**config.mk**
```make
export PLATFORM = sky130hd
export DESIGN_NAME = ubm_cmd_ctrl
export DESIGN_NICKNAME = d
export VERILOG_FILES = /design/src/logic/ubm_pkg.sv /design/src/logic/ubm_cmd_ctrl.sv
export VERILOG_INCLUDE_DIRS = /design/src /design/src/include
export SDC_FILE = /design/constraint.sdc
export NUM_CORES = 1
export LEC_CHECK = 0
export ABC_AREA = 1
export BUFFER_PORTS_ARGS = -buffer_cell sky130_fd_sc_hd__buf_2
export CORE_MARGIN = 2
export CORE_UTILIZATION = 49
export CTS_BUF_LIST = sky130_fd_sc_hd__clkbuf_16
export CTS_CLUSTER_SIZE = 40
export DETAILED_ROUTE_END_ITERATION = 6
export GPL_TIMING_DRIVEN = 0
export PLACE_DENSITY = 0.8
export SETUP_SLACK_MARGIN = 0.5
export SLEW_MARGIN = 20
export SYNTH_ARGS = -nofsm -noshare
export SYNTH_HDL_FRONTEND = slang
export SYNTH_SLANG_ARGS = --single-unit
```
**constraint.sdc**
```tcl
create_clock -name clk -period 1.9 [get_ports clk]
set_input_delay 0.095 -clock clk [delete_from_list [all_inputs] [get_ports clk]]
set_output_delay 0.095 -clock clk [all_outputs]
set_load 0.02 [all_outputs]
```
**src/include/ubm_defines.svh**
```systemverilog
//**************************************************************************
// shared constants of the serial bus bridge
// oversampling, read wait, command codes, answer bytes, reset length
//**************************************************************************
`ifndef UBM_DEFINES_SVH
`define UBM_DEFINES_SVH

`define UBM_OVERSAMPLE 4   // clk cycles per serial bit
`define UBM_RD_WAIT    2   // bus_rd rise to data sample

// answer "OK\r"
`define UBM_ACK0 8'h4F
`define UBM_ACK1 8'h4B
`define UBM_ACK2 8'h0D

`define UBM_CMD_LEN 8'h6C  // 'l'
`define UBM_CMD_ADD 8'h61  // 'a'
`define UBM_CMD_RD  8'h72  // 'r'
`define UBM_CMD_WR  8'h77  // 'w'

`define UBM_LEN_RST 1
`endif

```
**src/logic/ubm_pkg.sv**
```systemverilog
//**************************************************************************
// bridge types: byte, address and length vectors
// controller state enum, bus request and address generator command
//**************************************************************************
package ubm_pkg;

  typedef logic [7:0]  byte_t;
  typedef logic [31:0] addr_t;
  typedef logic [15:0] len_t;

  typedef enum logic [2:0] {
    IDLE,
    SET_LEN,
    SET_ADD,
    WRITE,
    READ,
    READ_WAIT,
    ACK
  } ubm_state_e;

  // one bus cycle, registered in the controller
  typedef struct packed {
    logic  wr;
    logic  rd;
    addr_t add;
    byte_t wdata;
  } ubm_bus_req_t;

  typedef struct packed {
    logic       load_len;
    logic       load_add;
    logic [1:0] idx;    // byte lane of the loaded register
    byte_t      val;
    logic       clear;  // offset back to zero
    logic       step;   // offset plus one
  } ubm_agen_op_t;

endpackage

```
**src/logic/ubm_cmd_ctrl.sv**
```systemverilog
//**************************************************************************
// command FSM: decodes l/a/w/r, feeds the address generator,
// issues bus writes and reads, sends read data and the OK answer
//**************************************************************************
`include "ubm_defines.svh"

module ubm_cmd_ctrl (
  input  logic                  clk,
  input  logic                  UART_RST,
  input  logic                  rx_valid,
  input  ubm_pkg::byte_t        rx_byte,
  input  logic                  tx_ready,
  output logic                  tx_valid,
  output ubm_pkg::byte_t        tx_byte,
  output ubm_pkg::ubm_agen_op_t agen_op,
  input  ubm_pkg::addr_t        cur_add,
  input  logic                  blk_end,
  input  ubm_pkg::byte_t        bus_rdata,
  output ubm_pkg::ubm_bus_req_t bus_req
);

  ubm_pkg::ubm_state_e state;
  logic [1:0]          cnt;        // parameter byte or answer byte index
  logic [1:0]          wait_cnt;
  logic                tx_fire;
  ubm_pkg::byte_t      ack_next;

  assign tx_fire  = tx_valid & tx_ready;
  assign ack_next = (cnt == 2'd0) ? `UBM_ACK1 : `UBM_ACK2;

  // address generator acts in the same cycle
  always_comb begin
    agen_op     = '0;
    agen_op.idx = cnt;
    agen_op.val = rx_byte;
    case (state)
      ubm_pkg::IDLE: begin
        agen_op.clear = rx_valid && (rx_byte == `UBM_CMD_WR || rx_byte == `UBM_CMD_RD);
      end
      ubm_pkg::SET_LEN: agen_op.load_len = rx_valid;
      ubm_pkg::SET_ADD: agen_op.load_add = rx_valid;
      ubm_pkg::WRITE:   agen_op.step     = rx_valid && !blk_end;
      ubm_pkg::READ:    agen_op.step     = !blk_end;
      default: ;
    endcase
  end

  always_ff @(posedge clk or posedge UART_RST) begin
    if (UART_RST) begin
      state    <= ubm_pkg::IDLE;
      cnt      <= '0;
      wait_cnt <= '0;
      tx_valid <= 1'b0;
      tx_byte  <= '0;
      bus_req  <= '0;
    end else begin
      bus_req.wr <= 1'b0;   // strobes last one cycle
      bus_req.rd <= 1'b0;
      case (state)
        ubm_pkg::IDLE: begin
          if (rx_valid) begin
            cnt <= '0;
            case (rx_byte)
              `UBM_CMD_LEN: state <= ubm_pkg::SET_LEN;
              `UBM_CMD_ADD: state <= ubm_pkg::SET_ADD;
              `UBM_CMD_WR:  state <= ubm_pkg::WRITE;
              `UBM_CMD_RD:  state <= ubm_pkg::READ;
              default: ;    // unknown letter, no answer
            endcase
          end
        end
        ubm_pkg::SET_LEN, ubm_pkg::SET_ADD: begin
          if (rx_valid) begin
            cnt <= cnt + 1'b1;
            if (cnt == ((state == ubm_pkg::SET_LEN) ? 2'd1 : 2'd3)) begin
              state    <= ubm_pkg::ACK;
              cnt      <= '0;
              tx_valid <= 1'b1;
              tx_byte  <= `UBM_ACK0;
            end
          end
        end
        ubm_pkg::WRITE: begin
          if (blk_end) begin
            state    <= ubm_pkg::ACK;
            tx_valid <= 1'b1;
            tx_byte  <= `UBM_ACK0;
          end else if (rx_valid) begin
            bus_req.wr    <= 1'b1;
            bus_req.add   <= cur_add;   // offset steps in the same edge
            bus_req.wdata <= rx_byte;
          end
        end
        ubm_pkg::READ: begin
          if (blk_end) begin
            state    <= ubm_pkg::ACK;
            tx_valid <= 1'b1;
            tx_byte  <= `UBM_ACK0;
          end else begin
            bus_req.rd  <= 1'b1;
            bus_req.add <= cur_add;
            wait_cnt    <= '0;
            state       <= ubm_pkg::READ_WAIT;
          end
        end
        ubm_pkg::READ_WAIT: begin
          if (tx_valid) begin
            if (tx_ready) begin
              tx_valid <= 1'b0;
              state    <= ubm_pkg::READ;   // next byte only after this one left
            end
          end else if (wait_cnt == 2'(`UBM_RD_WAIT - 1)) begin
            tx_byte  <= bus_rdata;
            tx_valid <= 1'b1;
          end else begin
            wait_cnt <= wait_cnt + 1'b1;
          end
        end
        ubm_pkg::ACK: begin
          if (tx_fire) begin
            if (cnt == 2'd2) begin
              tx_valid <= 1'b0;
              state    <= ubm_pkg::IDLE;
            end else begin
              cnt     <= cnt + 1'b1;
              tx_byte <= ack_next;
            end
          end
        end
        default: state <= ubm_pkg::IDLE;
      endcase
    end
  end

  a_no_wr_rd: assert property (@(posedge clk) disable iff (UART_RST)
    !(bus_req.wr && bus_req.rd));

endmodule

```
==> results.yml <==
drt:
  drtIter0Drc: 232
  route.detailed.drc: 0
  viasPerCell: 5.78
  final_antenna_net_count: 0
  vias: 3760
  wl_per_cell_um: 18.8
  first_pass_iters: 5
  wl_um: 12200
yosys:
  synth_seq_cells: 58
  synth_top_area_share_pct: 47.5
  synth_area_leaders: "dfrtp_1, nand2_1, nand3_1, nor2_1, inv_1"
  yosysUniqueCellTypes: 27
  yosysSeqAreaShare_pct: 47.5
  yosys_most_used_dff: "dfrtp_1"
  async_flop_share_pct: 100
  synth_warnings: 0
  synth_area_per_cell_sq_um: 7.95
  syn_inst: 384
  synth_edf_count: 0
  synth_top_area_cell: "dfrtp_1"
  syn_area_sq_um: 3050
  synthesis.nets: 440
setup_path:
  required_ns: 2.14
  reg2reg_slack_ns: 0.18
  crit_type: "reg -> reg"
  cp_max_fo: 4
  cp-end-kind: "flip-flop"
  cp-start-kind: "flip-flop"
  arrival_ns: 1.96
sta:
  finalHoldViolations: 0
  rsz0062_at_grt: "true"
  tightest_slew_ns: 0.626
  drv_slew: 0
  setup_viol: 0
  tns_ns: 0
  fmax_mhz: 582
  fin_skew_ns: 0.00527
  fin_crit_ns: 1.72
  slew_headroom_pct: 58.2
  period_share_pct: 90.5
clocking:
  cts_buffers: 9
  cts.clk_slew.worst_paths_ns: 0.05
  cts_tree: "yes"
  h-tree-depth: 3
  clockBufferDepth: 2
  clock_sinks: 58
  clk_latency_ns: 0.32
  root_buffer: "clkbuf_16"
run_status:
  status: "finished clean"
place:
  detailed_place_hpwl_um: 6050
  placed_area_sq_um: 3800
  globalplace.congestion: 0.874
  io_buffers: 117
power:
  leakage_nw: 2.80
  p_per_area_nw_per_um2: 1700
  power_mw: 8.61
  p_comb_share_pct: 57.2
  clkPwrFrac_pct: 19.7
  internal-power_mw: 4.81
  p_switching_mw: 3.80
  ir_drop_uv: 1340
  power_frac_seq_pct: 23.1
  p_sw_share_pct: 44.2
finish:
  drive_above_1_share_pct: 50.6
  finalNetCount: 626
  postLayoutCoreUtil_pct: 85.2
  syn_to_final_growth_pct: 66.1
  fin_area_sq_um: 5070
  fillCellCount: 297
  diodes: 0
die:
  die_height_um: 83.0
  die_x_um: 83.0
  core_region_area_sq_um: 5960
  io_pins: 118
  initial_core_util_pct: 51.3
  std_cell_rows: 28
  dieArea_sq_um: 6880
grt:
  grt_use_total_pct: 29.2
  grt_max_degree: 32
  grt-ovfl-total: 0
  grt_pass1_wl_um: 16300
  grt_antenna_before_repair: 0
  first_global_vias: 3452
flow_run:
  cap_violations: 0
worst_hold_path:
  hold_class: "in -> reg"
-- power by group through the flow --
stage / Sequential (mW) / Clock (mW) / Combinational (mW)
after CTS: 1.92 / 1.69 / 3.86
after floorplan: 2.33 / 0 / 1.82
final: 1.99 / 1.70 / 4.92
after global placement: 1.91 / 0 / 3.03
after global routing: 2.02 / 1.76 / 5.18
after detailed placement: 1.93 / 0 / 3.10
-- cell families after synthesis --
| family | synth area share (%) |
|---|---|
| compound gates | 3.44 |
| simple gates | 38.9 |
| flops | 47.5 |
| fa+ha+maj | 1.23 |
| buf+inv | 8.89 |
-- path summary, 6_finish.rpt --
path	from	endpoint	cells after the start
max	state[1]$_DFFE_PP0P_	state[2]$_DFFE_PP0P_	9
min	cur_add[27]	bus_req[35]$_DFFE_PP0P_	3
max reg2reg	state[1]$_DFFE_PP0P_	state[2]$_DFFE_PP0P_	9
min reg2reg	bus_req[6]$_DFFE_PP0P_	bus_req[6]$_DFFE_PP0P_	2
max in group asynchronous	UART_RST	state[2]$_DFFE_PP0P_	4
min in group asynchronous	UART_RST	bus_req[17]$_DFFE_PP0P_	3
-- cells in the final DEF (no fill, tap or decap), types with 3 or more instances in the layout --
cell type / n
buf_12: 5
nand2_2: 12
nand3_2: 15
buf_6: 23
nand4_1: 12
nor2_1: 21
nand3_1: 57
buf_8: 4
dfrtp_1: 54
inv_4: 5
dfrtp_2: 4
o21ai_2: 3
buf_4: 47
buf_2: 114
nand2_4: 8
clkinvlp_4: 3
inv_2: 3
dlygate4sd3_1: 3
nand2_1: 99
inv_1: 20
o21ai_1: 6
nand3_4: 6
o21ai_0: 6
nor2_4: 11
clkbuf_16: 11
-- cell usage after synthesis (4+ instances only) --
library cell    n
nor2_1         30
buf_4          10
buf_2           7
nand3_1        74
inv_1          23
o21ai_0        15
nand4_1        12
dfrtp_1        58
buf_6           4
nand2_1       114
inv_2           5
-- cell type report --
type	count	area, sq um	share of cell area (%)
plain buffers	24	245	4.83
clock buffers	9	225	4.44
clock inverters	7	86.3	1.70
inverters	28	126	2.49
multi-input cells	274	1650	32.6
flip-flops and latches	58	1460	28.7
well taps	75	93.8	1.85
repair buffers	175	1180	23.4
-- through the flow --
stage	worst slack [ns]	hold WS [ns]	instances
2_1_floorplan	0.412	0.188	384
3_3_place_gp	0.284	0.320	576
3_5_place_dp	0.210	0.213	577
4_1_cts	0.332	0.00193	626
5_1_grt	0.126	0.00647	650
6_report	0.181	0.00581	650
-- timing repair --
item / CTS / global route
setup buffers: 29 / 20
gates cloned: 1 / 4
setup endpoints to repair: 60 / 60
hold buffers: 3 / 0
endpoints found under the hold margin: 29 / 0
resized for setup: 65 / 68
pin swaps: 21 / 46
-- metal layers --
metal / global-route usage (%) / wire (um)
met1: 34.9 / 4460
met2: 51.8 / 6370
met3: 5.37 / 873
met4: 11.5 / 504
met5: 0 / 0
-- registers in the layout, summed over array words and instances, names as in the netlist --
signal,count
cnt,2
bus_req,42
tx_valid,1
tx_byte,8
wait_cnt,2
state,3
-- critical path: stages, from the launching register on --
cell     delay [ns]
dfrtp_2        0.45
inv_2          0.11
buf_6          0.13
nand3_4        0.13
nand2_4        0.12
nand3_4        0.10
a21oi_4        0.24
buf_4          0.17
nand3_1        0.08
nand2_1        0.11
Note: power is estimated with default switching activity, not from simulation.
