### config.mk
export PLATFORM = sky130hd
export DESIGN_NAME = ubm_addr_gen
export DESIGN_NICKNAME = d
export VERILOG_FILES = /design/src/logic/ubm_pkg.sv /design/src/logic/ubm_addr_gen.sv
export VERILOG_INCLUDE_DIRS = /design/src /design/src/include
export SDC_FILE = /design/constraint.sdc
export NUM_CORES = 1
export LEC_CHECK = 0
export BUFFER_PORTS_ARGS = -buffer_cell sky130_fd_sc_hd__buf_2
export CAP_MARGIN = 5
export CORE_AREA = 5 5 120 122
export DETAILED_ROUTE_END_ITERATION = 7
export DIE_AREA = 0 0 125 127
export GPL_ROUTABILITY_DRIVEN = 0
export HOLD_SLACK_MARGIN = 0.15
export MAX_ROUTING_LAYER = met4
export PLACE_DENSITY = 0.56
export SLEW_MARGIN = 20
export SYNTH_ARGS = -nofsm -noshare
export SYNTH_HDL_FRONTEND = slang
export SYNTH_SLANG_ARGS = --single-unit
### constraint.sdc
create_clock -name clk -period 6.3 [get_ports clk]
set_input_delay 0.315 -clock clk [delete_from_list [all_inputs] [get_ports clk]]
set_output_delay 0.315 -clock clk [all_outputs]
set_load 0.1 [all_outputs]
### src/include/ubm_defines.svh
//**************************************************************************
// shared constants of the serial bus bridge
// oversampling, read wait, command codes, answer bytes, reset length
//**************************************************************************
`ifndef UBM_DEFINES_SVH
`define UBM_DEFINES_SVH

`define UBM_OVERSAMPLE 4   // clk cycles per serial bit
`define UBM_RD_WAIT    2   // bus_rd rise to data sample

// answer "OK\r"
`define UBM_ACK0 8'h4F
`define UBM_ACK1 8'h4B
`define UBM_ACK2 8'h0D

`define UBM_CMD_LEN 8'h6C  // 'l'
`define UBM_CMD_ADD 8'h61  // 'a'
`define UBM_CMD_RD  8'h72  // 'r'
`define UBM_CMD_WR  8'h77  // 'w'

`define UBM_LEN_RST 1
`endif

### src/logic/ubm_pkg.sv
//**************************************************************************
// bridge types: byte, address and length vectors
// controller state enum, bus request and address generator command
//**************************************************************************
package ubm_pkg;

  typedef logic [7:0]  byte_t;
  typedef logic [31:0] addr_t;
  typedef logic [15:0] len_t;

  typedef enum logic [2:0] {
    IDLE,
    SET_LEN,
    SET_ADD,
    WRITE,
    READ,
    READ_WAIT,
    ACK
  } ubm_state_e;

  // one bus cycle, registered in the controller
  typedef struct packed {
    logic  wr;
    logic  rd;
    addr_t add;
    byte_t wdata;
  } ubm_bus_req_t;

  typedef struct packed {
    logic       load_len;
    logic       load_add;
    logic [1:0] idx;    // byte lane of the loaded register
    byte_t      val;
    logic       clear;  // offset back to zero
    logic       step;   // offset plus one
  } ubm_agen_op_t;

endpackage

### src/logic/ubm_addr_gen.sv
//**************************************************************************
// block length and base address registers, loaded bytewise
// offset counter, current bus address and block end flag
//**************************************************************************
`include "ubm_defines.svh"

module ubm_addr_gen (
  input  logic                  clk,
  input  logic                  UART_RST,
  input  ubm_pkg::ubm_agen_op_t op,
  output ubm_pkg::addr_t        cur_add,
  output logic                  blk_end
);

  ubm_pkg::len_t  len_q;
  ubm_pkg::addr_t add_q;
  ubm_pkg::len_t  off_q;   // bytes done in the current block

  always_ff @(posedge clk or posedge UART_RST) begin
    if (UART_RST) begin
      len_q <= ubm_pkg::len_t'(`UBM_LEN_RST);
      add_q <= '0;
    end else begin
      if (op.load_len) begin
        len_q[{op.idx[0], 3'b000} +: 8] <= op.val;   // two lanes only
      end
      if (op.load_add) begin
        add_q[{op.idx, 3'b000} +: 8] <= op.val;
      end
    end
  end

  always_ff @(posedge clk or posedge UART_RST) begin
    if (UART_RST) begin
      off_q <= '0;
    end else if (op.clear) begin
      off_q <= '0;
    end else if (op.step) begin
      off_q <= off_q + 1'b1;
    end
  end

  assign cur_add = add_q + ubm_pkg::addr_t'(off_q);
  assign blk_end = (off_q == len_q);  // also true at once for length 0

endmodule

==> reports/summary.txt, run 1 <==
Number of synthesized register bits: 64
Setup-failing EPs final: 0
Post-CTS setup buffers: 0
CP cell instances: ha_1 > fa_1 > a21oi_2 > nand4b_4 > a211oi_4 > o311ai_4 > a21oi_1 > xnor2_1 > buf_2
Crit Path Class: flip-flop to primary output
CTS tree: done
Cells after DPL: 579
CP startpoint kind: flip-flop
Largest stage delay on the critical path: 0.52 ns
Max Slew Vio Count: 0
# DRC: 0
CP Capture Type: primary output
Worst min-delay path class: input port to async pin
Clk_skew: 0.005589 ns
Outcome: finished clean
Max cap viols: 0
Number of nets in the layout: 453
Yosys top cell area share: 40.86%
Fill count: 1316
Most frequent cells in the layout: dfrtp_1 (63), buf_2 (48), a22o_1 (32)
Detailed placement HPWL: 7.126 mm
CTS Sinks: 64
Number of flops mapped to enable cells by yosys: 0
VDD IR-drop max: 129.4 uV
Ys Warns: 0
Largest net degree at the start of global routing: 65
Fmax: 282.5 MHz
Port Buffer Count: 48
Placed Area: 0.004315 mm^2
CTS root buf: clkbuf_16
Area of the core: 0.01309 mm^2
CP Buf/Inv Count: 1
Sequential share of the synthesized area: 41.54%
Synth Cell Area: 0.003859 mm^2
CP top delay family: compound AO/OA/AOI/OAI gates
Initial antenna violation count: 1
Worst EP required: 5.98 ns
DR iter-0 viols: 126
First drt pass iteration count: 5
Global-route wire length before repair: 15.47 mm
Final std cells w/o fill: 596
Cts repair resizes: 0
Die height: 127 um
Synth-to-Final Area Change: 20.85%
Syn Area/Cell: 10.81 um^2
Clock-pin slew on the worst setup and hold paths: 0.06 ns
Avg WL per Cell: 15.84 um
Number of global-route vias before repair: 2943
Synth async-reset ratio: 100.0%
CTS Buf Count: 9
I/O pins: 49
CP Max Fanout: 8
Initial Util: 29.49%
Htree depth: 3
Final min period: 3.540 ns
P per Cell Area: 275.8 mW/mm^2
Slew @ Worst Pin: 0.8301 ns
Slowest-stage cell, CP: o311ai_4
Final period util: 56.19%
Gr ovfl total: 0
WP data arrival: 3.23 ns
Row cnt: 42
Synth area leader: dfrtp_1
Distinct cells, synth: 50
Share of cells above drive strength 1: 24.34%
DR vias/cell: 4.930
Final Hold Fails: 0
Setup TNS: 0 ns
Die W: 125 um
Syn_nets: 396
Post-layout instance area: 0.004663 mm^2
Gr usage total: 12.42%
DRT Wirelength: 9.442 mm
Leak Pwr: 2.209 nW
Fin worst setup slack: 2.760 ns
Commonest non-fill, non-tap cell in the layout: dfrtp_1
Cell count after synthesis: 357
Slew margin rel.: 44.52%
Clk_lat worst skew: 0.32 ns
Total number of vias: 2938
Routed Antenna Nets: 0
Pre-CTS setup slack: 3.100 ns
Top FF cell, synth: dfrtp_1
Die area: 0.01588 mm^2
RSZ-0062 raised after global routing: false
Clock buffer depth: 2
Synth area leaders: dfrtp_1 (41%), a22o_1 (7.3%), ha_1 (7.1%)
CTS Hold Bufs: 0
[cell families after synthesis]
group,synth area share (%)
AOI/OAI and AO/OA,18.35
adders and majority gates,7.652
buffers and inverters,0.8754
and+or+nand+nor,13.94
DFF,41.54
muxes,4.929
xor gates and xnor gates,12.71
[where the power goes]
group / total [mW] / internal (mW) / switching (mW)
Sequential: 0.470 / 0.443 / 0.0266
Clock: 0.566 / 0.387 / 0.180
Combinational: 0.250 / 0.0659 / 0.184
Total: 1.29 / 0.895 / 0.391
[synthesized netlist by cell type (3+ instances only)]
cell type / number
inv_1: 6
dfrtp_1: 63
xor2_1: 28
nand3_1: 12
nor3_1: 3
clkbuf_1: 3
nor2_1: 22
o21ai_0: 6
a21o_1: 6
nor4b_2: 3
ha_1: 22
xnor2_1: 28
a22o_1: 32
and3_1: 4
or3_1: 3
nand2_1: 23
and4_1: 3
a21oi_1: 26
mux2_2: 16
nor2b_1: 3
nand4_1: 8
[registers in the layout, indices dropped and copies added (netlist names)]
register  count
off_q        16
len_q        16
add_q        32
[tightest hold or removal path, delay by kind of cell]
| kind | cells | cell delay [ns] |
|---|---|---|
| buffers and inverters | 3 | 0.75 |
[stage by stage]
step                power, mW  utilization (%)  hold slack, ns
floorplan              0.6789                -          0.4477
global placement       0.7270            32.98          0.4965
detailed placement     0.7297            32.98          0.4990
CTS                     1.299            35.62          0.2557
global route            1.332            35.64          0.3228
finish                  1.286            35.64          0.2160
[metal layers]
layer	vias to the layer above	part of all wire, %	GRT usage (%)	wire length (um)
li1	1435	-	-	-
met1	1440	44	15.03	4125
met2	51	49	20.50	4670
met3	12	4.6	2.337	438
met4	0	2.2	5.230	208
met5	-	0	-	0
[area by class of cell]
cell class / count / area [um^2] / area share (%)
Antenna cell: 1 / 2.502 / 0.05366
Clock buffer: 9 / 225.2 / 4.830
Clock inverter: 7 / 120.1 / 2.576
Inverter: 6 / 22.52 / 0.4830
Multi-Input combinational cell: 284 / 2222 / 47.65
Sequential cell: 64 / 1603 / 34.37
Tap cell: 176 / 220.2 / 4.722
Timing Repair Buffer: 49 / 247.7 / 5.313
[path summary, 6_finish.rpt]
check | startpoint | endpoint | slack, ns | cells after the start
setup / recovery | off_q[0] | cur_add[22] | 2.76 | 9
hold / removal | UART_RST | add_q[27] | 0.22 | 3
setup reg to reg | off_q[3] | off_q[15] | 4.58 | 6
hold reg to reg | add_q[3] | add_q[3] | 0.51 | 1
max in group asynchronous | UART_RST | add_q[6] | 5.54 | 3
min in group clk | op[9] | add_q[15] | 0.36 | 2
Note: power is estimated with default switching activity, not from simulation.
==> run 2: changes to the inputs <==
ABC_AREA = 1   (was not set)
CORE_AREA = 5 5 131 133   (was 5 5 120 122)
DIE_AREA = 0 0 136 138   (was 0 0 125 127)
clock period = 3.65 ns   (was 6.3 ns; I/O delays follow)
==> run 2 against run 1 <==
Compared with the run above: cell count is 62% higher; non-clock buffer count is 3 higher; core utilization down 1.1 points; critical path depth is 2 higher; via count is 55% higher; count of clock-buffer cells in the layout increased by 3; total power rose by 62%; sequential power up 72%; global-route usage grew 3.5 points.
==> reports/summary.txt, run 2 <==
Ys Warns: 0
Clk_lat worst skew: 0.33 ns
GRT met1 Usage: 22.03%
Slew margin rel.: 45.35%
Syn Area/Cell: 6.708 um^2
Die area: 0.01877 mm^2
CTS tree: done
Sequential share of power: 38.8%
Fin worst setup slack: 0.7399 ns
Clk_skew: 0.002886 ns
Largest net degree at the start of global routing: 45
Die W: 136 um
Largest regs: add_q (32), len_q (16), off_q (16)
Commonest non-fill, non-tap cell in the layout: nand2_1
Yosys top cell area share: 34.06%
Initial Util: 29.46%
Cts repair resizes: 0
First drt pass iteration count: 5
Synth area leaders: dfrtp_1 (34%), nand2_1 (20%), inv_1 (8.4%)
Cell count after synthesis: 690
P per Cell Area: 385.2 mW/mm^2
Post-layout instance area: 0.005420 mm^2
Global-route track usage on met2: 23.83%
CP Capture Type: primary output
Gr ovfl total: 0
Global-route wire length before repair: 22.85 mm
# DRC: 0
Sequential share of the synthesized area: 34.63%
Pre-CTS setup slack: 1.085 ns
Total number of vias: 4555
Area of the core: 0.01571 mm^2
Final min period: 2.910 ns
Leak Pwr: 2.926 nW
Clock Power Share: 38.6%
Fmax: 343.6 MHz
Row cnt: 46
Setup-failing EPs final: 0
Gr usage total: 15.94%
WP data arrival: 2.73 ns
Avg WL per Cell: 14.97 um
Internal Power: 1.349 mW
Total power: 2.088 mW
Syn_nets: 729
Setup TNS: 0 ns
CTS Buf Count: 9
DRT Wirelength: 14.46 mm
Share of cells above drive strength 1: 11.07%
Adder-Cell Fraction of Synth Area: 6.380%
Most common cell in the netlist: nand2_1
Max Slew Vio Count: 0
NetSw: 0.7384 mW
Synth async-reset ratio: 100.0%
CTS root buf: clkbuf_16
Compound-gate portion of the synthesized area: 9.192%
Max cap viols: 0
RSZ-0062 raised after global routing: false
Distinct cells, synth: 35
Port Buffer Count: 48
Largest family of logic cells by synthesized area: simple AND/OR/NAND/NOR gates
Worst min-delay path class: input port to flip-flop
Initial antenna violation count: 0
Busiest grt layer: met2
Routed Antenna Nets: 0
Final std cells w/o fill: 966
Final period util: 79.73%
Slew @ Worst Pin: 0.8188 ns
Die height: 138 um
Detailed placement HPWL: 11.66 mm
DR iter-0 viols: 331
Mux share of post-synthesis cell area: 0%
Placed Area: 0.005115 mm^2
DR vias/cell: 4.715
CP startpoint kind: flip-flop
Number of global-route vias before repair: 4205
Max reg flops: 32
CTS Sinks: 64
Outcome: finished clean
Largest Register: add_q
Met3 track demand over resource: 2.540%
Crit Path Class: flip-flop to primary output
Sw frac: 35.37%
Synth area leader: dfrtp_1
Fin util: 34.50%
Worst EP required: 3.47 ns
VDD IR-drop max: 240.3 uV
Synth-to-Final Area Change: 17.11%
Commonest cells in the netlist: nand2_1 (245), inv_1 (104), dfrtp_1 (63)
Clock buffer depth: 2
Number of flops mapped to enable cells by yosys: 0
Logic pwr share: 22.6%
Synth Cell Area: 0.004628 mm^2
Diodes inserted: 0
Worst hold margin: 0.1607 ns
Synth Area in Simple Gates: 35.82%
Clock-pin slew on the worst setup and hold paths: 0.05 ns
Most frequent cells in the layout: nand2_1 (245), inv_1 (103), dfrtp_1 (63)
Final Hold Fails: 0
Top FF cell, synth: dfrtp_1
Number of synthesized register bits: 64
XOR/XNOR Fraction of Synth Area: 4.542%
Post-CTS setup buffers: 0
Htree depth: 3
Number of nets in the layout: 785
Cells after DPL: 948
I/O pins: 49
CP Max Fanout: 5
Reg2reg setup slack: 1.96 ns
## run 2: cell type report
cell class / count / area [um^2]
Tap cell: 216 / 270.3
Inverter: 108 / 406.6
Clock inverter: 3 / 17.52
Sequential cell: 64 / 1603
Clock buffer: 12 / 256.5
Fill cell: 1720 / 10290
Multi-Input combinational cell: 511 / 2589
Timing Repair Buffer: 52 / 277.8
## run 2: timing repair
| item | CTS | global route |
|---|---|---|
| hold buffers | 3 | 0 |
| hold endpoints to repair | 44 | 0 |
| endpoints found under the setup margin | 0 | 0 |
## run 2: kinds of logic (layout without fill, tap and decap cells)
group | Yosys count | count (layout)
simple gates | 384 | 384
buf+inv | 115 | 175
compound gates | 80 | 80
flops | 64 | 64
xor+xnor | 24 | 24
fa+ha+maj | 23 | 23
## run 2: power by group through the flow
stage	registers (mW)	logic [mW]	clock network, mW
after CTS	0.810	0.477	0.822
after global routing	0.815	0.505	0.858
final	0.810	0.472	0.806
after global placement	0.822	0.471	0
after detailed placement	0.822	0.473	0
after floorplan	0.805	0.378	0
## run 2: critical path, cell delays in order, from the launching register on
cell and delay [ns]:
dfrtp_1 0.43, ha_1 0.23, fa_1 0.42, nand2_1 0.09
nand2_1 0.07, and2_1 0.18, nand3_1 0.08, nand3_1 0.17
nand2_1 0.17, nand3_1 0.08, nand2_1 0.07, buf_2 0.42
## run 2: layer usage
layer	up-vias	share of wire, %
li1	2305	-
met1	2089	48
met2	135	45
met3	26	5.0
met4	0	2.7
met5	-	0
## run 2: path summary, 6_finish.rpt
path | from | end | depth (start not counted)
worst min-delay path | op[8] | len_q[6] | 3
worst max-delay path | off_q[0] | cur_add[28] | 11
worst min register to register | add_q[0] | add_q[0] | 2
min in group asynchronous | UART_RST | off_q[3] | 3
max in group asynchronous | UART_RST | add_q[26] | 4
worst max register to register | off_q[1] | off_q[12] | 6
