File: config.mk
export PLATFORM = sky130hd
export DESIGN_NAME = ubm_uart_tx
export DESIGN_NICKNAME = d
export VERILOG_FILES = /design/src/logic/ubm_pkg.sv /design/src/logic/ubm_uart_tx.sv
export VERILOG_INCLUDE_DIRS = /design/src /design/src/include
export SDC_FILE = /design/constraint.sdc
export NUM_CORES = 1
export LEC_CHECK = 0
export ABC_AREA = 1
export BUFFER_PORTS_ARGS = -buffer_cell sky130_fd_sc_hd__clkbuf_2
export CORE_MARGIN = 2
export CORE_UTILIZATION = 50
export CTS_CLUSTER_DIAMETER = 30
export DETAILED_ROUTE_END_ITERATION = 16
export PLACE_DENSITY = 0.67
export SYNTH_ARGS = -nofsm -noshare
export SYNTH_HDL_FRONTEND = slang
export SYNTH_SLANG_ARGS = --single-unit
File: constraint.sdc
create_clock -name clk -period 1.3 [get_ports clk]
set_input_delay 0.195 -clock clk [delete_from_list [all_inputs] [get_ports clk]]
set_output_delay 0.195 -clock clk [all_outputs]
set_load 0.01 [all_outputs]
File: src/include/ubm_defines.svh
//**************************************************************************
// shared constants of the serial bus bridge
// oversampling, read wait, command codes, answer bytes, reset length
//**************************************************************************
`ifndef UBM_DEFINES_SVH
`define UBM_DEFINES_SVH

`define UBM_OVERSAMPLE 4   // clk cycles per serial bit
`define UBM_RD_WAIT    2   // bus_rd rise to data sample

// answer "OK\r"
`define UBM_ACK0 8'h4F
`define UBM_ACK1 8'h4B
`define UBM_ACK2 8'h0D

`define UBM_CMD_LEN 8'h6C  // 'l'
`define UBM_CMD_ADD 8'h61  // 'a'
`define UBM_CMD_RD  8'h72  // 'r'
`define UBM_CMD_WR  8'h77  // 'w'

`define UBM_LEN_RST 1
`endif

File: src/logic/ubm_pkg.sv
//**************************************************************************
// bridge types: byte, address and length vectors
// controller state enum, bus request and address generator command
//**************************************************************************
package ubm_pkg;

  typedef logic [7:0]  byte_t;
  typedef logic [31:0] addr_t;
  typedef logic [15:0] len_t;

  typedef enum logic [2:0] {
    IDLE,
    SET_LEN,
    SET_ADD,
    WRITE,
    READ,
    READ_WAIT,
    ACK
  } ubm_state_e;

  // one bus cycle, registered in the controller
  typedef struct packed {
    logic  wr;
    logic  rd;
    addr_t add;
    byte_t wdata;
  } ubm_bus_req_t;

  typedef struct packed {
    logic       load_len;
    logic       load_add;
    logic [1:0] idx;    // byte lane of the loaded register
    byte_t      val;
    logic       clear;  // offset back to zero
    logic       step;   // offset plus one
  } ubm_agen_op_t;

endpackage

File: src/logic/ubm_uart_tx.sv
//**************************************************************************
// serial transmitter, start + 8 data + stop
// byte taken on tx_valid and tx_ready, ready again after the stop bit
//**************************************************************************
`include "ubm_defines.svh"

module ubm_uart_tx (
  input  logic           clk,
  input  logic           UART_RST,
  input  logic           tx_valid,
  input  ubm_pkg::byte_t tx_byte,
  output logic           tx_ready,
  output logic           tx
);

  localparam int unsigned PH_W = $clog2(`UBM_OVERSAMPLE);

  logic [9:0]      shreg;     // all ones while idle
  logic            busy;
  logic [PH_W-1:0] phase;
  logic [3:0]      bit_idx;

  assign tx_ready = ~busy;
  assign tx       = shreg[0];

  always_ff @(posedge clk or posedge UART_RST) begin
    if (UART_RST) begin
      shreg   <= '1;
      busy    <= 1'b0;
      phase   <= '0;
      bit_idx <= '0;
    end else if (!busy) begin
      if (tx_valid) begin
        shreg   <= {1'b1, tx_byte, 1'b0};
        busy    <= 1'b1;
        phase   <= '0;
        bit_idx <= '0;
      end
    end else if (phase != PH_W'(`UBM_OVERSAMPLE - 1)) begin
      phase <= phase + 1'b1;
    end else begin
      phase <= '0;
      shreg <= {1'b1, shreg[9:1]};  // shift in idle level
      if (bit_idx == 4'd9) begin
        busy <= 1'b0;
      end else begin
        bit_idx <= bit_idx + 1'b1;
      end
    end
  end

  // a pending byte stays offered and unchanged
  a_tx_hold: assert property (@(posedge clk) disable iff (UART_RST)
    tx_valid && !tx_ready |=> tx_valid && $stable(tx_byte));

endmodule

==> run summary, run 1 <==
Non-Filler Instances = 150
worst r2r src = phase[0]$_DFFE_PP0P_
FF+latch area = 413 sq um
drt pass-1 iters = 4
DRT iter0 DRCs = 16
most common cell after layout, fill and taps aside = nand2_1
critical path arrival = 1.03 ns
root buf cell = clkbuf_4
die area = 2170 sq um
met2 GRT Util = 0.253
CP top delay family = flip-flops
slowest stage delay, CP = 0.45 ns
Syn Area/Cell = 8.39 sq um
number of antenna violations at the first check in global routing = 0
area grow syn2layout = 14.5%
fmax = 813 MHz
max_cap viols = 0
final setup fails = 0
worst min-delay path startpoint = tx_byte[7]
hold path endpoint = shreg[8]$_DFFE_PP1P_
Seq cells post-synth = 16
minimum clock period = 1.23 ns
total track usage = 0.162
TritonCTS buffer count = 3
Critical-path top delay cell = dfrtp_2
Worst Path Max Fanout = 19
IO Port Bufs = 12
number of placed I/O pins = 13
Critical Path Sink Type = output pin
fin crit share = 0.946
fillcell total = 161
layout cells sized above 1 = 0.352
GRT overflow = 0
Critical Path Start = busy$_DFF_PP0_
Hold Fails Final Rpt = 0
Routed WL = 1620 um
Die Ht = 46.6 um
status = completed
Max clock buf depth = 2
Data required, critical path = 1.11 ns
worst path cell trace = inv_6 -> clkbuf_2
register clock-pin slew on the reported worst setup and hold paths = 0.10 ns
most frequent cells in the layout = nand2_1, inv_1, clkbuf_2
Buf/Inv on CP = 2
H-tree levels = 1
Hold Crit Depth = 3
Synth Cell Area = 906 sq um
ANT nets after route = 0
hpwl dp = 1220 um
later-pin clock latency in the skew report = 0.29 ns
Slew headroom = 0.603
met3 GRT Util = 0.0353
Via-to-Cell Ratio = 4.71
DR vias = 707
Final nets = 140
Max Clock Skew = 0.00934 ns
Max Slew Vio Count = 0
core area = 1710 sq um
CTS sink count = 16
Die X = 46.6 um
met1 Use GR = 0.223
reg2reg end = bit_idx[3]$_DFFE_PP0P_
gpl congestion = 0.793
Reg2Reg Depth = 6
Power Density = 2130 nW/um^2
RSZ-0062 raised after global routing = no
global-route wire length before repair = 2460 um
area of the multi-input gates = 413 sq um
Post-Synthesis Net Count = 122
vias in the first global route = 575
Hold WC Path Type = in -> reg
synth unique cells = 19
pin count of the biggest net entering global routing = 20
Cells after Synth = 108
# placed instances = 145
setup tns final = 0 ns
Starting Density = 0.530
number of antenna diodes = 0
maximum vdd drop = 1.23 mV
row count = 15
GRT busiest layer = met2
CTS tree = built
FF-to-FF setup slack = 0.12 ns
crit start category = flop
leak pwr = 0.000506 uW
DRC errors left = 0
Seq/Total Area, Yosys = 0.454
Ys Warns = 0
Wirelength per Cell = 10.8 um
critical path type = reg -> out
actual slew at the worst max-slew pin = 0.594 ns
## sequential cells by signal, indices dropped and copies added (netlist names)
register and cells:
shreg 9, bit_idx 4, phase 2, busy 1
## worst max-delay path by stage
stage | to | depth (start not counted)
detailed placement | bit_idx[3]$_DFFE_PP0P_ | 6
CTS | tx_ready | 2
global placement | bit_idx[0]$_DFFE_PP0P_ | 6
finish | tx_ready | 2
global route | bit_idx[3]$_DFFE_PP0P_ | 6
floorplan | shreg[2]$_DFFE_PP1P_ | 6
## cells in the mapped netlist, drive strengths merged
| library cell | count | area [sq um] |
|---|---|---|
| nand4 | 2 | 12.5 |
| nor2 | 6 | 22.5 |
| ha | 3 | 37.5 |
| inv | 17 | 66.3 |
| buf | 2 | 31.3 |
| nand3b | 2 | 15.0 |
| dfrtp | 7 | 175 |
| a21oi | 2 | 10.0 |
| o21ai | 16 | 106 |
| nand2 | 40 | 178 |
| dfstp | 9 | 236 |
| nand3 | 1 | 5.00 |
| a22o | 1 | 10.0 |
## metrics by stage
step                      hold slack, ns  area, sq um  utilization  worst slack [ns]  total power [uW]
after floorplan                    0.102          906            -             0.189              1750
after global placement             0.267          981        0.574            0.0953              1850
after detailed placement           0.268          981        0.574            0.0340              1900
after CTS                          0.127         1020        0.596            0.0323              2180
after global routing               0.125         1040        0.607            0.0220              2400
final                              0.123         1040        0.607            0.0703              2210
## per-layer routing
metal | share of wire | routed length (um) | vias to the layer above
li1 | - | - | 371
met1 | 0.48 | 779 | 324
met2 | 0.48 | 777 | 10
met3 | 0.030 | 49 | 2
met4 | 0.0086 | 14 | 0
met5 | 0 | 0 | -
## worst reg2reg max path: stages (launching register included)
cell and delay (ns):
dfrtp_1 0.39, ha_2 0.23, nand2_4 0.09, nand2_8 0.15, nand2_2 0.10, nand2_1 0.07, nand2_1 0.06
## power by group
part / internal, uW / switching (uW)
Clock: 119 / 160
Combinational: 441 / 599
Sequential: 769 / 122
## layout make-up
class | count | share of cell area
flip-flops and latches | 16 | 0.398
multi-input cells | 73 | 0.398
repair buffers | 15 | 0.0820
inverters | 17 | 0.0663
well taps | 25 | 0.0302
clock buffers | 4 | 0.0253
## what timing repair did
action / in CTS / in global routing
buffers inserted: 1 / 0
hold buffers: 1 / 0
resized for setup: 1 / 4
setup endpoints to repair: 1 / 5
hold endpoints to repair: 7 / 0
## cells by family (layout without fill, tap and decap cells)
logic type      after synthesis  count (layout)  synth area share
flops                        16              16             0.454
buf+inv                      19              36             0.108
simple gates                 51              51             0.257
fa+ha+maj                     3               3            0.0414
compound gates               19              19             0.140
Power figures use the tool's default switching activity.
==> run 2, diff against run 1 <==
CELL_PAD_IN_SITES_DETAIL_PLACEMENT = 0   (was unset)
CELL_PAD_IN_SITES_GLOBAL_PLACEMENT = 1   (was unset)
CORE_UTILIZATION = 41   (was 50)
PLACE_DENSITY = 0.73   (was 0.67)
==> run 2 against run 1 <==
Clock skew is 0.0070 ns lower. Combinational power is 6% lower. Hold slack better by 0.014 ns. Sequential cell count stayed put. First-iteration DRC count is 31% lower. Power is 0.32% lower. Largest power group unchanged. Register-to-register slack worse by 0.02 ns. Critical endpoint unchanged. Count of clock-buffer cells in the layout stayed put. Clock power is 18% higher. Critical path depth stayed put. Setup slack hardly changed.
==> run summary, run 2 (synthesis results as in run 1) <==
layout cells sized above 1 = 0.352
setup tns final = 0 ns
Via-to-Cell Ratio = 4.42
critical path type = reg -> out
Data required, critical path = 1.11 ns
Max clock buf depth = 2
crit start category = flop
Hold Fails Final Rpt = 0
Power Density = 2110 nW/um^2
number of antenna violations at the first check in global routing = 0
Reg with most FFs = shreg
drt pass-1 iters = 5
area grow syn2layout = 15.1%
CTS sink count = 16
global-route wire length before repair = 2650 um
CTS tree = built
row count = 17
core area = 2150 sq um
Hold WC Path Type = in -> reg
DRC errors left = 0
final setup margin = 0.0704 ns
ANT nets after route = 0
DRT iter0 DRCs = 11
max_cap viols = 0
Starting Density = 0.422
Routed WL = 1500 um
final design utilization = 0.485
IO Port Bufs = 12
most frequent cells in the layout = nand2_1, inv_1, clkbuf_2
post-CTS setup buffer count = 0
Final nets = 140
Gate power share = 0.444
final setup fails = 0
TritonCTS buffer count = 3
fillcell total = 220
max reg flops = 9
actual slew at the worst max-slew pin = 0.281 ns
Max Clock Skew = 0.00230 ns
number of placed I/O pins = 13
Setup WS pre-CTS = 0.0547 ns
critical path arrival = 1.03 ns
status = completed
Die X = 51.0 um
maximum vdd drop = 1.18 mV
Die Ht = 51.0 um
register clock-pin slew on the reported worst setup and hold paths = 0.10 ns
pin count of the biggest net entering global routing = 17
DR vias = 676
die area = 2600 sq um
clock share of power = 0.149
RSZ-0062 raised after global routing = no
registers with the most flip-flops = shreg: 9 flops, bit_idx: 4 flops, phase: 2 flops
switching share of power = 0.387
H-tree levels = 1
Max Slew Vio Count = 0
root buf cell = clkbuf_4
number of antenna diodes = 0
later-pin clock latency in the skew report = 0.28 ns
hpwl dp = 1150 um
minimum clock period = 1.23 ns
internal power = 1350 uW
Critical Path Sink Type = output pin
P_sw = 851 uW
most common cell after layout, fill and taps aside = nand2_1
Reg power frac = 0.407
gpl congestion = 0.756
Fin Hold WS = 0.137 ns
total track usage = 0.140
vias in the first global route = 631
GRT overflow = 0
Slew headroom = 0.812
fin crit share = 0.946
fmax = 813 MHz
leak pwr = 0.000514 uW
Worst Path Max Fanout = 7
Wirelength per Cell = 9.78 um
==> run 2: cell counts in the layout (fill, tap and decap cells not counted) <==
Identical to the previous run, type by type.
==> run 2: power groups by stage <==
stage          Sequential [uW]  Clock, uW  Combinational [uW]
3_3_place_gp               904          0                 950
6_report                   896        328                 978
3_5_place_dp               904          0                 965
5_1_grt                    927        359                1120
4_1_cts                    900        343                 970
2_1_floorplan              879          0                 872
==> run 2: final timing paths <==
| kind | depth (start not counted) | slack, ns | start | to |
|---|---|---|---|---|
| setup / recovery | 2 | 0.07 | busy$_DFF_PP0_ | tx_ready |
| hold / removal | 3 | 0.14 | tx_byte[7] | shreg[8]$_DFFE_PP1P_ |
| setup reg to reg | 6 | 0.10 | phase[0]$_DFFE_PP0P_ | bit_idx[3]$_DFFE_PP0P_ |
| hold reg to reg | 1 | 0.47 | phase[0]$_DFFE_PP0P_ | phase[0]$_DFFE_PP0P_ |
| max in group asynchronous | 4 | 0.62 | UART_RST | shreg[0]$_DFFE_PP1P_ |
| min in group asynchronous | 4 | 0.43 | UART_RST | bit_idx[1]$_DFFE_PP0P_ |
==> run 2: layout make-up <==
| class | instances | area [sq um] | area share |
|---|---|---|---|
| clock buffers | 4 | 36.3 | 0.0348 |
| flip-flops and latches | 16 | 412 | 0.395 |
| well taps | 28 | 35.0 | 0.0336 |
| repair buffers | 15 | 85.1 | 0.0816 |
| multi-input cells | 73 | 408 | 0.391 |
| inverters | 17 | 66.3 | 0.0636 |
==> run 2: metal layers <==
metal,part of all wire,track usage,up-vias
met5,0,0,-
met4,0.011,0.0676,0
met3,0.032,0.0351,2
met2,0.45,0.229,7
met1,0.51,0.171,291
li1,-,-,376
==> run 2: what timing repair did <==
| action | CTS | global route |
|---|---|---|
| setup endpoints to repair | 0 | 4 |
| hold endpoints to repair | 7 | 0 |
| gates resized for setup | 0 | 2 |
| hold buffers | 1 | 0 |
==> run 2: per-stage QoR <==
stage | instances | cell area [sq um] | total power [uW]
final | 153 | 1040 | 2200
after global routing | 153 | 1040 | 2410
after floorplan | 108 | 906 | 1750
after detailed placement | 148 | 985 | 1870
after CTS | 153 | 1030 | 2210
after global placement | 148 | 985 | 1850
==> run 2: critical path, cell delays in order (launching register included) <==
cell,delay (ns)
dfrtp_1,0.49
inv_4,0.13
clkbuf_2,0.14
==> run 3, diff against run 2 <==
RECOVER_POWER = 25   (was unset)
==> run 3 against run 2 <==
Clock power hardly changed. Power about the same. Sequential power barely moved. Die area did not move. Largest cell class unchanged.
==> run summary, run 3 (synthesis results as in run 1) <==
IO Port Bufs = 12
status = completed
Hold WC Path Type = in -> reg
die area = 2600 sq um
Die Ht = 51.0 um
CTS sink count = 16
fillcell total = 220
row count = 17
Critical-path top delay cell = dfrtp_1
critical path type = reg -> out
post-CTS setup buffer count = 0
Wirelength per Cell = 9.79 um
actual slew at the worst max-slew pin = 0.396 ns
number of antenna diodes = 0
DR vias = 676
setup tns final = 0 ns
max reg flops = 9
DRT iter0 DRCs = 11
Worst Path Max Fanout = 7
Hold Fails Final Rpt = 0
RSZ-0062 raised after global routing = no
final setup fails = 0
final design utilization = 0.484
Slew headroom = 0.736
drt pass-1 iters = 5
Power Density = 2120 nW/um^2
GRT overflow = 0
core area = 2150 sq um
ANT nets after route = 0
register clock-pin slew on the reported worst setup and hold paths = 0.10 ns
H-tree levels = 1
Setup WS pre-CTS = 0.0547 ns
number of antenna violations at the first check in global routing = 0
fin crit share = 0.946
total track usage = 0.140
hpwl dp = 1150 um
number of placed I/O pins = 13
vias in the first global route = 631
Via-to-Cell Ratio = 4.42
area grow syn2layout = 14.8%
Final nets = 140
TritonCTS buffer count = 3
max_cap viols = 0
pin count of the biggest net entering global routing = 17
gpl congestion = 0.756
Critical Path Sink Type = output pin
CTS tree = built
worst path cell trace = inv_4 -> clkbuf_2
Routed WL = 1500 um
maximum vdd drop = 1.18 mV
CP top delay family = flip-flops
DRC errors left = 0
Non-Filler Instances = 153
Die X = 51.0 um
global-route wire length before repair = 2650 um
most common cell after layout, fill and taps aside = nand2_1
root buf cell = clkbuf_4
crit start category = flop
registers with the most flip-flops = shreg: 9 flops, bit_idx: 4 flops, phase: 2 flops
layout cells sized above 1 = 0.352
Reg with most FFs = shreg
leak pwr = 0.000514 uW
Max Slew Vio Count = 0
final setup margin = 0.0704 ns
critical path arrival = 1.03 ns
later-pin clock latency in the skew report = 0.28 ns
most frequent cells in the layout = nand2_1, inv_1, clkbuf_2
Starting Density = 0.422
fmax = 813 MHz
# placed instances = 148
Data required, critical path = 1.11 ns
minimum clock period = 1.23 ns
slowest stage delay, CP = 0.49 ns
Max Clock Skew = 0.00225 ns
Buf/Inv on CP = 2
Max clock buf depth = 2
run 3: tightest hold or removal path, stage by stage:
cell	delay [ns]
clkbuf_2	0.09
nor2_1	0.09
a21oi_1	0.04
run 3: metal layers:
layer  track usage  wire [um]
met1         0.171        755
met2         0.229        676
met3        0.0351         48
met4        0.0676         17
met5             0          0
run 3: worst paths after layout:
check	depth (start not counted)	slack [ns]	endpoint	startpoint
max	2	0.07	tx_ready	busy$_DFF_PP0_
min	3	0.14	shreg[8]$_DFFE_PP1P_	tx_byte[7]
max reg2reg	6	0.10	bit_idx[3]$_DFFE_PP0P_	phase[0]$_DFFE_PP0P_
min reg2reg	1	0.47	phase[0]$_DFFE_PP0P_	phase[0]$_DFFE_PP0P_
max in group asynchronous	4	0.49	shreg[0]$_DFFE_PP1P_	UART_RST
min in group asynchronous	4	0.49	bit_idx[1]$_DFFE_PP0P_	UART_RST
run 3: where the power goes:
part | switching, uW | internal (uW) | leakage, uW
registers | 129 | 768 | 0.000177
clock network | 158 | 170 | 0.0000210
logic | 565 | 412 | 0.000316
run 3: timing repair:
action	CTS	global route
hold buffers	1	0
resized for setup	0	2
endpoints found under the setup margin	0	4
endpoints found under the hold margin	7	0
run 3: area by class of cell:
type | count | area (sq um) | area share
sequential | 16 | 412 | 0.396
multi-input combinational | 73 | 408 | 0.392
timing repair buffer | 15 | 82.6 | 0.0794
inverter | 17 | 66.3 | 0.0638
clock buffer | 4 | 36.3 | 0.0349
tap | 28 | 35.0 | 0.0337
run 3: through the flow:
step | power, uW | hold WS, ns | area [sq um]
final | 2200 | 0.137 | 1040
after global routing | 2410 | 0.143 | 1040
after CTS | 2210 | 0.130 | 1030
after detailed placement | 1870 | 0.195 | 985
after global placement | 1850 | 0.187 | 985
after floorplan | 1750 | 0.102 | 906
